**config.mk**
```make
export PLATFORM = sky130hd
export DESIGN_NAME = dcache_port_arbiter
export DESIGN_NICKNAME = d
export VERILOG_FILES = /design/src/dcache_geom_pkg.sv /design/src/dcache_req_pkg.sv /design/src/dcache_port_arbiter.sv
export SDC_FILE = /design/constraint.sdc
export NUM_CORES = 1
export LEC_CHECK = 0
export ABC_AREA = 1
export BUFFER_PORTS_ARGS = -buffer_cell sky130_fd_sc_hd__clkbuf_2
export CORE_AREA = 2 2 414 416
export CTS_CLUSTER_SIZE = 10
export DETAILED_ROUTE_END_ITERATION = 6
export DIE_AREA = 0 0 416 418
export PLACE_DENSITY = 0.3
export SETUP_SLACK_MARGIN = 0.15
export SYNTH_ARGS = -nofsm -noshare
export SYNTH_HDL_FRONTEND = slang
export SYNTH_SLANG_ARGS = --single-unit
```
**constraint.sdc**
```tcl
create_clock -name clk_i -period 2.12 [get_ports clk_i]
set_input_delay 0.212 -clock clk_i [delete_from_list [all_inputs] [get_ports clk_i]]
set_output_delay 0.212 -clock clk_i [all_outputs]
set_load 0.01 [all_outputs]
```
**src/dcache_geom_pkg.sv**
```systemverilog
//////////////////////////////////////////////////////////////////////
// geometry of the L1 data cache memory stage
// two ways, sixteen sets, 32-byte lines split over four 64-bit banks
//////////////////////////////////////////////////////////////////////

package dcache_geom_pkg;

  localparam int unsigned NUM_WAYS     = 2;
  localparam int unsigned NUM_BANKS    = 4;
  localparam int unsigned NUM_SETS     = 16;
  localparam int unsigned NUM_RD_PORTS = 2;

  // address fields
  localparam int unsigned TAG_W = 8;
  localparam int unsigned IDX_W = 4;
  // byte offset, the upper bits pick the bank
  localparam int unsigned OFF_W = 5;

  localparam int unsigned WORD_W    = 64;
  localparam int unsigned WORD_BE_W = WORD_W / 8;
  localparam int unsigned LINE_W    = NUM_BANKS * WORD_W;
  localparam int unsigned LINE_BE_W = LINE_W / 8;
  localparam int unsigned BANK_W    = $clog2(NUM_BANKS);
  localparam int unsigned PORT_W    = (NUM_RD_PORTS > 1) ? $clog2(NUM_RD_PORTS) : 1;

  typedef logic [TAG_W-1:0]     tag_t;
  typedef logic [IDX_W-1:0]     idx_t;
  typedef logic [OFF_W-1:0]     off_t;
  typedef logic [BANK_W-1:0]    bank_sel_t;
  typedef logic [WORD_W-1:0]    word_t;
  typedef logic [WORD_BE_W-1:0] word_be_t;
  // one bit per way for hits, valid bits and write enables
  typedef logic [NUM_WAYS-1:0]  way_mask_t;
  typedef logic [LINE_W-1:0]    line_t;
  typedef logic [LINE_BE_W-1:0] line_be_t;
  typedef logic [PORT_W-1:0]    rd_port_sel_t;

endpackage

```
**src/dcache_req_pkg.sv**
```systemverilog
//////////////////////////////////////////////////////////////////////
// request and command bundles of the cache memory stage
//////////////////////////////////////////////////////////////////////

package dcache_req_pkg;

  import dcache_geom_pkg::*;

  // one read port
  typedef struct packed {
    idx_t idx;
    off_t off;
    logic req;
    logic prio;
  } rd_req_t;

  // full line refill, writes tag and valid bits as well
  typedef struct packed {
    logic      vld;
    way_mask_t way_we;
    tag_t      tag;
    idx_t      idx;
    off_t      off;
    line_t     data;
    line_be_t  be;
    way_mask_t vld_bits;
  } line_wr_t;

  // single word store, req is one-hot over the ways
  typedef struct packed {
    way_mask_t req;
    idx_t      idx;
    off_t      off;
    word_t     data;
    word_be_t  be;
  } word_wr_t;

  // command to one data bank
  typedef struct packed {
    logic                      req;
    logic                      we;
    idx_t                      idx;
    word_t    [NUM_WAYS-1:0]   wdata;
    word_be_t [NUM_WAYS-1:0]   be;
  } bank_cmd_t;

  // command to the tag and valid arrays
  typedef struct packed {
    way_mask_t req;
    logic      we;
    idx_t      idx;
    tag_t      tag;
    way_mask_t vld_bits;
  } tag_cmd_t;

endpackage

```
**src/dcache_port_arbiter.sv**
```systemverilog
//////////////////////////////////////////////////////////////////////
// decode stage, grants one read per cycle and builds array commands
// a valid line write blocks all reads and word writes in its cycle
//////////////////////////////////////////////////////////////////////

`timescale 1ns/10ps

module dcache_port_arbiter (
  input  logic                                                        clk_i,
  input  logic                                                        rst_ni,
  input  dcache_req_pkg::rd_req_t [dcache_geom_pkg::NUM_RD_PORTS-1:0] rd_req_i,
  input  dcache_geom_pkg::tag_t   [dcache_geom_pkg::NUM_RD_PORTS-1:0] rd_tag_i,
  input  dcache_req_pkg::line_wr_t                                    line_wr_i,
  input  dcache_req_pkg::word_wr_t                                    word_wr_i,
  output logic                    [dcache_geom_pkg::NUM_RD_PORTS-1:0] rd_ack_o,
  output logic                                                        wr_ack_o,
  output dcache_req_pkg::bank_cmd_t [dcache_geom_pkg::NUM_BANKS-1:0]  bank_cmd_o,
  output dcache_req_pkg::tag_cmd_t                                    tag_cmd_o,
  output dcache_geom_pkg::tag_t                                       lookup_tag_o,
  output dcache_geom_pkg::bank_sel_t                                  lookup_bank_o,
  output logic                                                        cmp_en_o
);

  import dcache_geom_pkg::*;
  import dcache_req_pkg::*;

  logic [NUM_RD_PORTS-1:0] req_vec;
  logic [NUM_RD_PORTS-1:0] prio_vec;
  logic [NUM_RD_PORTS-1:0] req_masked;
  logic                    gnt_found;
  logic                    rd_grant;
  logic                    collision;
  rd_port_sel_t            gnt_sel;
  rd_port_sel_t            rr_ptr_q;
  rd_port_sel_t            sel_q;
  bank_sel_t               rd_bank;
  bank_sel_t               wr_bank;
  bank_sel_t               bank_q;
  logic                    cmp_en_q;

  //////////////////////////////////////////////////////////////////////
  // read arbitration
  //////////////////////////////////////////////////////////////////////

  for (genvar p = 0; p < NUM_RD_PORTS; p++) begin : gen_req_vec
    assign req_vec[p]  = rd_req_i[p].req;
    assign prio_vec[p] = rd_req_i[p].req & rd_req_i[p].prio;
  end

  // high priority requests hide the low priority ones
  assign req_masked = (|prio_vec) ? prio_vec : req_vec;

  // search starts at the round-robin pointer
  always_comb begin : p_rr_search
    int unsigned p;
    gnt_found = 1'b0;
    gnt_sel   = '0;
    for (int unsigned i = 0; i < NUM_RD_PORTS; i++) begin
      p = (int'(rr_ptr_q) + i) % NUM_RD_PORTS;
      if (!gnt_found && req_masked[p]) begin
        gnt_found = 1'b1;
        gnt_sel   = rd_port_sel_t'(p);
      end
    end
  end

  assign rd_grant = gnt_found & ~line_wr_i.vld;

  always_comb begin : p_rd_ack
    rd_ack_o = '0;
    if (rd_grant) begin
      rd_ack_o[gnt_sel] = 1'b1;
    end
  end

  // word write only waits for a read to the same bank
  assign rd_bank   = rd_req_i[gnt_sel].off[OFF_W-1 -: BANK_W];
  assign wr_bank   = word_wr_i.off[OFF_W-1 -: BANK_W];
  assign collision = rd_grant && (rd_bank == wr_bank);
  assign wr_ack_o  = (|word_wr_i.req) & ~line_wr_i.vld & ~collision;

  //////////////////////////////////////////////////////////////////////
  // array commands
  //////////////////////////////////////////////////////////////////////

  always_comb begin : p_bank_cmd
    for (int k = 0; k < NUM_BANKS; k++) begin
      bank_cmd_o[k].req = 1'b0;
      bank_cmd_o[k].we  = 1'b0;
      bank_cmd_o[k].idx = word_wr_i.idx;
      for (int j = 0; j < NUM_WAYS; j++) begin
        bank_cmd_o[k].wdata[j] = word_wr_i.data;
        bank_cmd_o[k].be[j]    = '0;
      end
    end

    if (line_wr_i.vld) begin
      // refill touches every bank of the line
      for (int k = 0; k < NUM_BANKS; k++) begin
        bank_cmd_o[k].req = 1'b1;
        bank_cmd_o[k].we  = 1'b1;
        bank_cmd_o[k].idx = line_wr_i.idx;
        for (int j = 0; j < NUM_WAYS; j++) begin
          bank_cmd_o[k].wdata[j] = line_wr_i.data[k*WORD_W +: WORD_W];
          bank_cmd_o[k].be[j]    = line_wr_i.way_we[j] ?
                                   line_wr_i.be[k*WORD_BE_W +: WORD_BE_W] : '0;
        end
      end
    end else begin
      if (rd_grant) begin
        bank_cmd_o[rd_bank].req = 1'b1;
        bank_cmd_o[rd_bank].idx = rd_req_i[gnt_sel].idx;
      end
      if (wr_ack_o) begin
        bank_cmd_o[wr_bank].req = 1'b1;
        bank_cmd_o[wr_bank].we  = 1'b1;
        bank_cmd_o[wr_bank].idx = word_wr_i.idx;
        for (int j = 0; j < NUM_WAYS; j++) begin
          bank_cmd_o[wr_bank].be[j] = word_wr_i.req[j] ? word_wr_i.be : '0;
        end
      end
    end
  end

  // reads look up every way, refills write the enabled ways
  assign tag_cmd_o.req      = line_wr_i.vld ? line_wr_i.way_we :
                              (rd_grant ? '1 : '0);
  assign tag_cmd_o.we       = line_wr_i.vld;
  assign tag_cmd_o.idx      = line_wr_i.vld ? line_wr_i.idx : rd_req_i[gnt_sel].idx;
  assign tag_cmd_o.tag      = line_wr_i.tag;
  assign tag_cmd_o.vld_bits = line_wr_i.vld_bits;

  //////////////////////////////////////////////////////////////////////
  // lookup registers
  //////////////////////////////////////////////////////////////////////

  always_ff @(posedge clk_i or negedge rst_ni) begin : p_regs
    if (!rst_ni) begin
      rr_ptr_q <= '0;
      sel_q    <= '0;
      bank_q   <= '0;
      cmp_en_q <= 1'b0;
    end else begin
      if (rd_grant) begin
        rr_ptr_q <= (int'(gnt_sel) == NUM_RD_PORTS - 1) ? '0 : gnt_sel + 1'b1;
      end
      sel_q    <= gnt_sel;
      bank_q   <= rd_bank;
      cmp_en_q <= rd_grant;
    end
  end

  // tag of the granted port arrives one cycle after the grant
  assign lookup_tag_o  = rd_tag_i[sel_q];
  assign lookup_bank_o = bank_q;
  assign cmp_en_o      = cmp_en_q;

endmodule

```
==> flow_summary_export.csv, run 1 <==
group,metric,value,unit
run_status,outcome,"finished, violations left",
run_status,violations,"setup timing",
die,ios,1064,
flow_run,cap_violations,0,
worst_setup_path,worstPathRequired,1.91,ns
cells_and_area,fill_cells,20200,
worst_setup_path,max_stage_delay,0.38,ns
placed_design,dpl_cell_area,13500,µm²
grt,grt_antenna_before_repair,115,
placed_design,hpwl,104000,µm
clock_tree,cts_root_buf,"clkbuf_16",
drt,ant_nets,0,
die,dieHeight,418,µm
worst_setup_path,worstPathCellList,"a21oi_2 -> nand2_4 -> nand3_1 -> nand3_1 -> nand2_1 -> inv_2 -> nand2_8 -> buf_12 -> clkbuf_16 -> nand3_1 -> o21ai_1 -> clkbuf_2",
clock_tree,cts_made_buffers,3,
worst_setup_path,critPathKind,"reg -> out",
drt,vias,12100,
timing,period_minus_slack,2.28,ns
grt,grt_pass1_wl,134000,µm
timing,finalSetupViolations,89,
yosys,synth_edf_count,0,
yosys,ys_seq_elements,5,
clock_tree,clk_pin_slew,0.04,ns
pwr,switching_share,59.7,%
timing,finalCritPeriodShare,108,%
cells_and_area,final_util,8.44,%
die,num_rows,151,
yosys,synth_top_area_share,38.0,%
min_path,hp-class,"in -> reg",
cells_and_area,seq_area,125,µm²
yosys,synth_commonest_cells,"nand2_1 (662), buf_4 (267), nor2_1 (74)",
cells_and_area,finish.instance_area,14300,µm²
pwr,internal-power,1820,µW
yosys,yosys.cell_count.top_type,"nand2_1",
die,design.core.area,169000,µm²
clock_tree,cts_max_level,1,
clock_tree,clock_sink_count,5,
worst_setup_path,end_kind,"output port",
die,die-area,174000,µm²
worst_setup_path,cpMostUsedCell,"nand3_1",
grt,grt_usage,12.0,%
timing,max_freq,0.438,GHz
yosys,synthDistinctLibCells,25,
pwr,net-switching-power,2690,µW
grt,grt_max_degree,96,
die,die_w,416,µm
worst_setup_path,cp_num_buf_inv,4,
die,start_util,3.86,%
timing,worst_slew_pin_slew,0.724,ns
yosys,synth_area_leader_cell,"nand2_1",
yosys,yosysSeqAreaShare,1.92,%
timing,fin_ws,-0.163,ns
worst_setup_path,worstSetupStartpointType,"flip-flop",
pwr,power_leakage,0.00812,µW
clock_tree,cts_buffer_depth,2,
worst_setup_path,crit_family,"simple AND/OR/NAND/NOR gates",
pwr,pwr-share-seq,2.5,%
drt,drt-total-wl,112000,µm
yosys,synth_flop_cell,"dfrtp_1",
timing,setup_tns,-9.26,ns
drt,post_drt_wl_per_cell,25.6,µm
pwr,ir_worst_vdd,0.155,mV
clock_tree,insertion_delay,0.25,ns
yosys,ys_warn_count,0,
timing,clock_skew,0.0132,ns
yosys,synthesis.nets,1752,
timing,hold_viol,0,
pwr,pwr-share-clk,7.9,%
yosys,async_flop_share,100,%
drt,via_per_inst,2.77,
timing,rsz0062_at_grt,"true",
timing,slew_viol_final,0,
worst_setup_path,worst-path-max-fanout,8,
yosys,synth.area.top_cells,"nand2_1 (38%), buf_4 (31%), nand3_1 (5.4%), nor2_1 (4.3%), o21ai_0 (4.0%)",
cells_and_area,nets,2574,
yosys,syn_area_per_cell,4.95,µm²
pwr,finalPower,4510,µW
drt,dr.pass1.iters,5,
worst_setup_path,timing.critical_path.slowest_stage_cell,"dfrtp_1",
yosys,synthCells,1319,
placed_design,gp_congestion,0.898,
timing,slew_headroom,51.7,%
yosys,netlist_area,6530,µm²
pwr,power_density,316,nW/µm²
cells_and_area,multiInputGateArea,4240,µm²
drt,drt-initial-drc-count,772,
drt,drc,0,
cells_and_area,drive_gt1_share,58.9,%
placed_design,io_buffer_count,1029,
grt,grt_pass1_vias,11400,
grt,gr-total-overflow,0,
cells_and_area,syn2layout_area_growth,118,%
clock_tree,cts_tree,"yes",
pwr,p_comb_share,89.6,%
worst_setup_path,cp.arrival,2.07,ns
[cell families (layout without fill, tap and decap cells)]
family / count (synthesis) / after routing / synth area share, %
AO/OA/AOI/OAI: 79 / 79 / 6.21
multiplexers: 11 / 11 / 1.84
AND/OR/NAND/NOR: 834 / 834 / 51.6
other: 0 / 15 / 0
flip-flops: 5 / 5 / 1.92
buffers and inverters: 390 / 1211 / 38.4
[sequential cells by signal, summed over array words and instances (netlist names)]
register / count
lookup_bank_o: 2
rr_ptr_q: 1
sel_q: 1
cmp_en_o: 1
[final cells by class]
cell class	instances	area share [%]
inverters	57	1.55
well taps	2218	19.4
repair buffers	1150	47.6
flip-flops and latches	5	0.877
clock buffers	4	0.552
multi-input cells	924	29.7
diodes	15	0.263
[final timing paths]
kind,startpoint,to,slack (ns),cells past startpoint
min in group asynchronous,rst_ni,lookup_bank_o[1]$_DFF_PN0_,0.40,2
worst min-delay path,rd_req_i[5],lookup_bank_o[0]$_DFF_PN0_,0.23,3
worst max-delay path,rr_ptr_q$_DFFE_PN0N_,bank_cmd_o[150],-0.16,12
worst max register to register,rr_ptr_q$_DFFE_PN0N_,rr_ptr_q$_DFFE_PN0N_,0.74,9
worst min register to register,rr_ptr_q$_DFFE_PN0N_,lookup_bank_o[0]$_DFF_PN0_,0.73,4
max in group asynchronous,rst_ni,lookup_bank_o[0]$_DFF_PN0_,1.49,2
[layout by cell type, fill, tap and decap left out, drive strengths merged, types with 3 or more instances in the layout]
master,n
clkbuf,1013
nand2,667
buf,140
nand3,91
nor2,74
o21ai,74
inv,57
diode,15
mux2,8
dfrtp,5
a21oi,4
mux2i,3
[power by group through the flow]
stage / combinational [µW] / clock [µW] / sequential (µW)
global route: 4300 / 377 / 115
global placement: 3960 / 0 / 115
floorplan: 1820 / 0 / 112
CTS: 4070 / 366 / 114
finish: 4040 / 355 / 114
detailed placement: 3940 / 0 / 116
[stage by stage]
step           std cells  worst slack, ns  hold WS, ns
5_1_grt             4360           -0.229        0.273
4_1_cts             4353           -0.186        0.244
6_report            4373           -0.163        0.234
3_5_place_dp        4342           -0.220       0.0989
2_1_floorplan       1319            0.402      -0.0836
3_3_place_gp        4342           -0.286       0.0994
[per-layer routing]
| metal | part of all wire [%] | up-vias | global-route usage, % |
|---|---|---|---|
| met5 | 0.61 | - | 0 |
| met1 | 40 | 5711 | 14.2 |
| li1 | - | 5442 | - |
| met3 | 13 | 184 | 7.12 |
| met4 | 1.3 | 98 | 1.14 |
| met2 | 45 | 681 | 19.2 |
[worst register-to-register path, stage by stage (launching register included)]
cell and delay (ns):
dfrtp_1 0.36, inv_2 0.05, nand2_2 0.05, nand2_2 0.06
nand2_4 0.12, nand2_4 0.10, buf_4 0.17, buf_4 0.14
nor2_1 0.15, a21oi_1 0.06
[what timing repair did]
action / 4_1_cts / 5_1_grt
endpoints found under the setup margin: 94 / 94
hold endpoints to repair: 5 / 0
pin swaps: 7 / 8
hold buffers: 1 / 0
setup buffers: 4 / 2
resized for setup: 123 / 55
gates cloned: 2 / 3
(Power assumes the default switching activity.)
==> inputs of run 2 (changes only) <==
==> constraint.sdc (replaced) <==
create_clock -name clk_i -period 2.12 [get_ports clk_i]
set_input_delay 0.424 -clock clk_i [delete_from_list [all_inputs] [get_ports clk_i]]
set_output_delay 0.424 -clock clk_i [all_outputs]
set_load 0.01 [all_outputs]
==> run 2 against run 1 <==
Compared with the run above:
- the run still ends with setup timing left
- cell count grew 3.1%
- highest routed layer unchanged
- utilization is 2.3 points higher
- first-iteration DRC count shrank 8.5%
- flip-flop and latch count stayed put
- count of clock-buffer cells in the layout did not move
- register-to-register slack got worse by 0.89 ns
- combinational power rose by 27%
- routed wire length up 4.1%
- total power increased by 23%
- clock skew down 0.012 ns
==> flow_summary_export.csv, run 2 (same netlist as run 1, synthesis figures left out) <==
group,metric,value,unit
worst_setup_path,r2r_start,"rr_ptr_q$_DFFE_PN0N_",
timing,hold_slack,0.0158,ns
timing,hold_viol,0,
cells_and_area,final_util,10.8,%
drt,via_per_inst,2.78,
pwr,finalPower,5560,µW
clock_tree,cts_buffer_depth,2,
worst_setup_path,rr_worst_depth,18,
worst_setup_path,timing.critical_path.slowest_stage_cell,"dfrtp_1",
drt,drt-total-wl,116000,µm
clock_tree,cts_made_buffers,3,
clock_tree,cts_max_level,1,
timing,period_minus_slack,2.59,ns
drt,post_drt_wl_per_cell,25.8,µm
cells_and_area,largest_reg_flops,2,
die,dieHeight,418,µm
worst_setup_path,max_stage_delay,0.41,ns
drt,vias,12500,
pwr,power_leakage,0.00974,µW
worst_setup_path,cp_num_buf_inv,3,
cells_and_area,drive_gt1_share,71.0,%
timing,max_freq,0.386,GHz
worst_setup_path,end_kind,"output port",
flow_run,cap_violations,0,
die,die-area,174000,µm²
timing,finalSetupViolations,163,
timing,slew_headroom,65.9,%
worst_setup_path,worst-path-max-fanout,7,
cells_and_area,nets,2710,
pwr,pwr-share-seq,2.1,%
timing,slew_viol_final,0,
grt,grt_antenna_before_repair,87,
pwr,ir_worst_vdd,0.267,mV
timing,rsz0062_at_grt,"true",
placed_design,hpwl,106000,µm
clock_tree,cts_tree,"yes",
worst_setup_path,path_depth,13,
timing,finalCritPeriodShare,122,%
run_status,outcome,"finished, violations left",
timing,worst_slew_pin_slew,0.510,ns
pwr,p_comb_share,92.3,%
worst_setup_path,worstPathRequired,1.70,ns
placed_design,gp_congestion,0.868,
cells_and_area,final_common_cell,"clkbuf_2",
pwr,pwr-share-clk,5.6,%
die,num_rows,151,
die,start_util,3.86,%
die,ios,1064,
worst_setup_path,critPathKind,"reg -> out",
cells_and_area,syn2layout_area_growth,179,%
worst_setup_path,cp.arrival,2.17,ns
grt,grt_pass1_wl,139000,µm
worst_setup_path,crit_start,"rr_ptr_q$_DFFE_PN0N_",
pwr,internal-power,2540,µW
pwr,power_density,305,nW/µm²
clock_tree,clock_sink_count,5,
worst_setup_path,worstPathCellList,"a21oi_4 -> nand2_8 -> nand2_8 -> nand2_4 -> nand2_4 -> nand3_4 -> nand2_4 -> nand2_8 -> buf_12 -> clkbuf_16 -> nand3_2 -> o21ai_2 -> buf_2",
grt,grt_max_degree,53,
drt,drt-initial-drc-count,706,
placed_design,io_buffer_count,1029,
pwr,net-switching-power,3020,µW
clock_tree,insertion_delay,0.23,ns
worst_setup_path,crit_family,"simple AND/OR/NAND/NOR gates",
clock_tree,cts_hold_buf,0,
run_status,violations,"setup timing",
cells_and_area,layout_common_cells,"clkbuf_2 (883), nand2_1 (482), buf_4 (115)",
timing,fin_ws,-0.472,ns
cells_and_area,fill_cells,19900,
grt,grt_pass1_vias,12100,
drt,drc,0,
timing,clock_skew,0.00113,ns
pwr,switching_share,54.3,%
die,die_w,416,µm
clock_tree,clk_pin_slew,0.03,ns
drt,ant_nets,0,
grt,grt_usage,12.5,%
drt,dr.pass1.iters,5,
min_path,hp-class,"in -> async",
clock_tree,cts_root_buf,"clkbuf_16",
die,design.core.area,169000,µm²
worst_setup_path,worstSetupStartpointType,"flip-flop",
grt,gr-total-overflow,0,
run 2: changes by cell type in the layout (fill, tap and decap cells not counted), moves of 22 or more:
cell      previous run  this run
nand2_4              9        80
buf_2                7        36
buf_12              40        77
o21ai_1             58        36
o21ai_2              9        31
nand3_1             44        12
buf_4               77       115
clkbuf_2           999       883
nand2_1            638       482
buf_6               13        98
nand2_2             19       101
buf_8                1        27
run 2: path summary, 6_finish.rpt:
check	slack [ns]	end
max	-0.47	bank_cmd_o[162]
max in group asynchronous	1.96	sel_q$_DFF_PN0_
max reg2reg	-0.15	rr_ptr_q$_DFFE_PN0N_
min reg2reg	0.86	lookup_bank_o[0]$_DFF_PN0_
min in group clk_i	0.54	lookup_bank_o[0]$_DFF_PN0_
min	0.02	lookup_bank_o[1]$_DFF_PN0_
run 2: worst register-to-register path, cell delays in order (launching register included):
cell	delay, ns
dfrtp_1	0.40
inv_2	0.07
buf_6	0.11
buf_6	0.10
buf_6	0.10
buf_6	0.10
buf_6	0.10
buf_6	0.10
buf_6	0.10
buf_6	0.10
buf_6	0.10
buf_6	0.10
buf_6	0.10
buf_6	0.10
buf_6	0.10
buf_6	0.10
buf_6	0.10
buf_6	0.10
a21oi_2	0.11
run 2: through the flow:
step	area, µm²	TNS (ns)	std cells	setup slack, ns
after detailed placement	14600	-45.99	4422	-0.910
after global routing	18200	-53.47	4500	-0.543
after global placement	14600	-53.79	4422	-0.997
final	18200	-42.92	4507	-0.472
after CTS	16600	-36.27	4469	-0.455
after floorplan	6610	0	1319	0.154
run 2: cell type report:
| cell class | count | area (µm²) | area share [%] |
|---|---|---|---|
| Timing Repair Buffer | 1286 | 9500 | 52.1 |
| Multi-Input combinational cell | 924 | 5480 | 30.0 |
| Tap cell | 2218 | 2780 | 15.2 |
| Inverter | 57 | 254 | 1.39 |
| Sequential cell | 5 | 125 | 0.686 |
| Clock buffer | 4 | 78.8 | 0.432 |
| Antenna cell | 13 | 32.5 | 0.178 |
run 2: per-layer routing:
layer  part of all wire [%]  vias up  wire [µm]  track usage, %
met5                   0.43        -        506               0
met4                    1.9       76       2260            2.31
met3                     10      168      12100            5.70
met2                     48      619      55400            20.8
met1                     40     5914      46100            14.7
li1                       -     5745          -               -
run 2: what timing repair did:
action	in CTS	in global routing
endpoints found under the setup margin	552	372
gates resized for setup	392	408
hold endpoints to repair	0	0
cloned	11	11
pin swaps	19	24
setup buffers	32	14
run 2: power groups by stage:
stage / Combinational [µW] / Clock (µW) / Sequential [µW]
2_1_floorplan: 1840 / 0 / 112
3_3_place_gp: 4330 / 0 / 118
3_5_place_dp: 4290 / 0 / 118
4_1_cts: 4840 / 310 / 118
5_1_grt: 5440 / 318 / 119
6_report: 5140 / 310 / 118
==> inputs of run 3 (changes only) <==
--- a/config.mk
+++ b/config.mk
@@ -7,10 +7,10 @@
 export LEC_CHECK = 0
 export ABC_AREA = 1
 export BUFFER_PORTS_ARGS = -buffer_cell sky130_fd_sc_hd__clkbuf_2
-export CORE_AREA = 2 2 414 416
+export CORE_AREA = 2 2 418 420
 export CTS_CLUSTER_SIZE = 10
 export DETAILED_ROUTE_END_ITERATION = 6
-export DIE_AREA = 0 0 416 418
+export DIE_AREA = 0 0 420 422
 export PLACE_DENSITY = 0.3
 export SETUP_SLACK_MARGIN = 0.15
 export SYNTH_ARGS = -nofsm -noshare
==> constraint.sdc (replaced) <==
create_clock -name clk_i -period 3.2 [get_ports clk_i]
set_input_delay 0.64 -clock clk_i [delete_from_list [all_inputs] [get_ports clk_i]]
set_output_delay 0.64 -clock clk_i [all_outputs]
set_load 0.01 [all_outputs]
==> run 3 against run 2 <==
Compared with the run above:
- the run now ends clean
- clock skew down 0.00075 ns
- total power down 50%
- utilization down 3.2 points
- count of clock-buffer cells in the layout unchanged
- sequential share of layout area up 0.27 points
- worst setup slack better by 0.72 ns
- clock power down 33%
- cell count down 2.1%
==> flow_summary_export.csv, run 3 (same netlist as run 1, synthesis figures left out) <==
group,metric,value,unit
cells_and_area,stdcell_count,4413,
timing,slew_headroom,51.2,%
placed_design,hpwl,105000,µm
placed_design,gp_congestion,0.897,
grt,grt_most_used_layer,"met2",
drt,post_drt_wl_per_cell,25.7,µm
worst_setup_path,rr_worst_depth,8,
cells_and_area,nets,2511,
pwr,power_leakage,0.00757,µW
placed_design,io_buffer_count,1029,
grt,grt_usage,12.0,%
clock_tree,cts_hold_buf,0,
grt,gr-total-overflow,0,
grt,grt_pass1_vias,11100,
timing,rsz0062_at_grt,"true",
timing,setup_tns,0,ns
drt,drc,0,
timing,slew_viol_final,0,
cells_and_area,drive_gt1_share,54.8,%
clock_tree,clock_sink_count,5,
die,die_w,420,µm
drt,drt-initial-drc-count,845,
worst_setup_path,end_kind,"output port",
cells_and_area,largest_reg_flops,2,
grt,use_met3,6.84,%
clock_tree,cts_buffer_depth,2,
pwr,ir_worst_vdd,0.137,mV
clock_tree,insertion_delay,0.23,ns
die,num_rows,153,
cells_and_area,fill_cells,20800,
die,start_util,3.78,%
timing,worst_slew_pin_slew,0.731,ns
clock_tree,clk_pin_slew,0.03,ns
die,die-area,177000,µm²
run_status,outcome,"finished clean",
worst_setup_path,critPathKind,"in -> out",
worst_setup_path,worstPathRequired,2.56,ns
cells_and_area,multiInputGateArea,3920,µm²
cells_and_area,final_common_cell,"clkbuf_2",
clock_tree,cts_root_buf,"clkbuf_16",
drt,dr.pass1.iters,5,
clock_tree,cts_max_level,1,
cells_and_area,layout_common_cells,"clkbuf_2 (1020), nand2_1 (660), nor2_1 (73)",
grt,grt_pass1_wl,135000,µm
grt,grt_max_degree,94,
drt,drt-total-wl,113000,µm
die,ios,1064,
timing,clock_skew,0.000385,ns
placed_design,placed_cells,4394,
timing,hold_slack,0.239,ns
cells_and_area,syn2layout_area_growth,101,%
grt,globalRouteMet2Util,19.5,%
drt,vias,11800,
worst_setup_path,worst-path-max-fanout,7,
clock_tree,cts_made_buffers,3,
worst_setup_path,reg2reg_to,"rr_ptr_q$_DFFE_PN0N_",
timing,max_freq,0.339,GHz
drt,ant_nets,0,
grt,grt_antenna_before_repair,107,
cells_and_area,seq_area,125,µm²
grt,grt_use_met1,14.0,%
min_path,hp-class,"in -> async",
worst_setup_path,r2r_slack,1.89,ns
flow_run,cap_violations,0,
worst_setup_path,r2r_start,"rr_ptr_q$_DFFE_PN0N_",
pwr,power_density,210,nW/µm²
clock_tree,cts_tree,"yes",
timing,finalSetupViolations,0,
timing,period_minus_slack,2.95,ns
worst_setup_path,worstSetupStartpointType,"input port",
timing,finalCritPeriodShare,92.1,%
die,design.core.area,173000,µm²
timing,hold_viol,0,
worst_setup_path,cp.arrival,2.31,ns
drt,via_per_inst,2.67,
die,dieHeight,422,µm
run 3: area by class of cell:
type	count	share of cell area, %
Timing Repair Buffer	1087	44.5
Antenna cell	11	0.210
Tap cell	2325	22.2
Inverter	57	1.68
Sequential cell	5	0.955
Multi-Input combinational cell	924	29.9
Clock buffer	4	0.601
run 3: stage by stage:
| step | setup WS, ns | area [µm²] | power (µW) | util (%) |
|---|---|---|---|---|
| 2_1_floorplan | 0.731 | 6530 | 1280 | - |
| 3_3_place_gp | 0.132 | 12900 | 2590 | 7.48 |
| 3_5_place_dp | 0.129 | 12900 | 2580 | 7.48 |
| 4_1_cts | 0.184 | 13000 | 2800 | 7.53 |
| 5_1_grt | 0.144 | 13100 | 2920 | 7.57 |
| 6_report | 0.252 | 13100 | 2760 | 7.58 |
run 3: critical path: stages:
cell      delay [ns]
clkbuf_2        0.10
inv_1           0.05
a21oi_2         0.14
nand2_2         0.12
nand2_4         0.12
nand2_2         0.07
nand2_2         0.09
nand3_2         0.07
nand2_2         0.09
nand2_4         0.06
buf_4           0.18
nand3_1         0.13
nand3_1         0.22
clkbuf_2        0.22
run 3: what timing repair did:
item                       CTS  global route
setup endpoints to repair    1            13
gates cloned                 0             0
pin swaps                    0             3
resized for setup            1            12
setup buffers                0             4
hold endpoints to repair     0             0
run 3: layer usage:
metal,wire length (µm),share of wire [%]
met3,16200,14
met1,43300,38
met2,51500,45
met4,1610,1.4
met5,624,0.55
run 3: worst max-delay path by stage:
stage                         startpoint              end  slack, ns  cells after the start
after floorplan           line_wr_i[309]  bank_cmd_o[100]       0.73                      7
after global placement       rd_req_i[0]  bank_cmd_o[299]       0.13                     12
after detailed placement     rd_req_i[0]  bank_cmd_o[305]       0.13                     13
after CTS                    rd_req_i[0]  bank_cmd_o[295]       0.18                     13
after global routing         rd_req_i[0]  bank_cmd_o[447]       0.14                     12
final                        rd_req_i[0]  bank_cmd_o[299]       0.25                     14
run 3: power breakdown:
part	total [µW]	internal (µW)	switching [µW]
sequential	76.5	69.5	7.00
combinational	2470	796	1680
clock	208	165	42.6
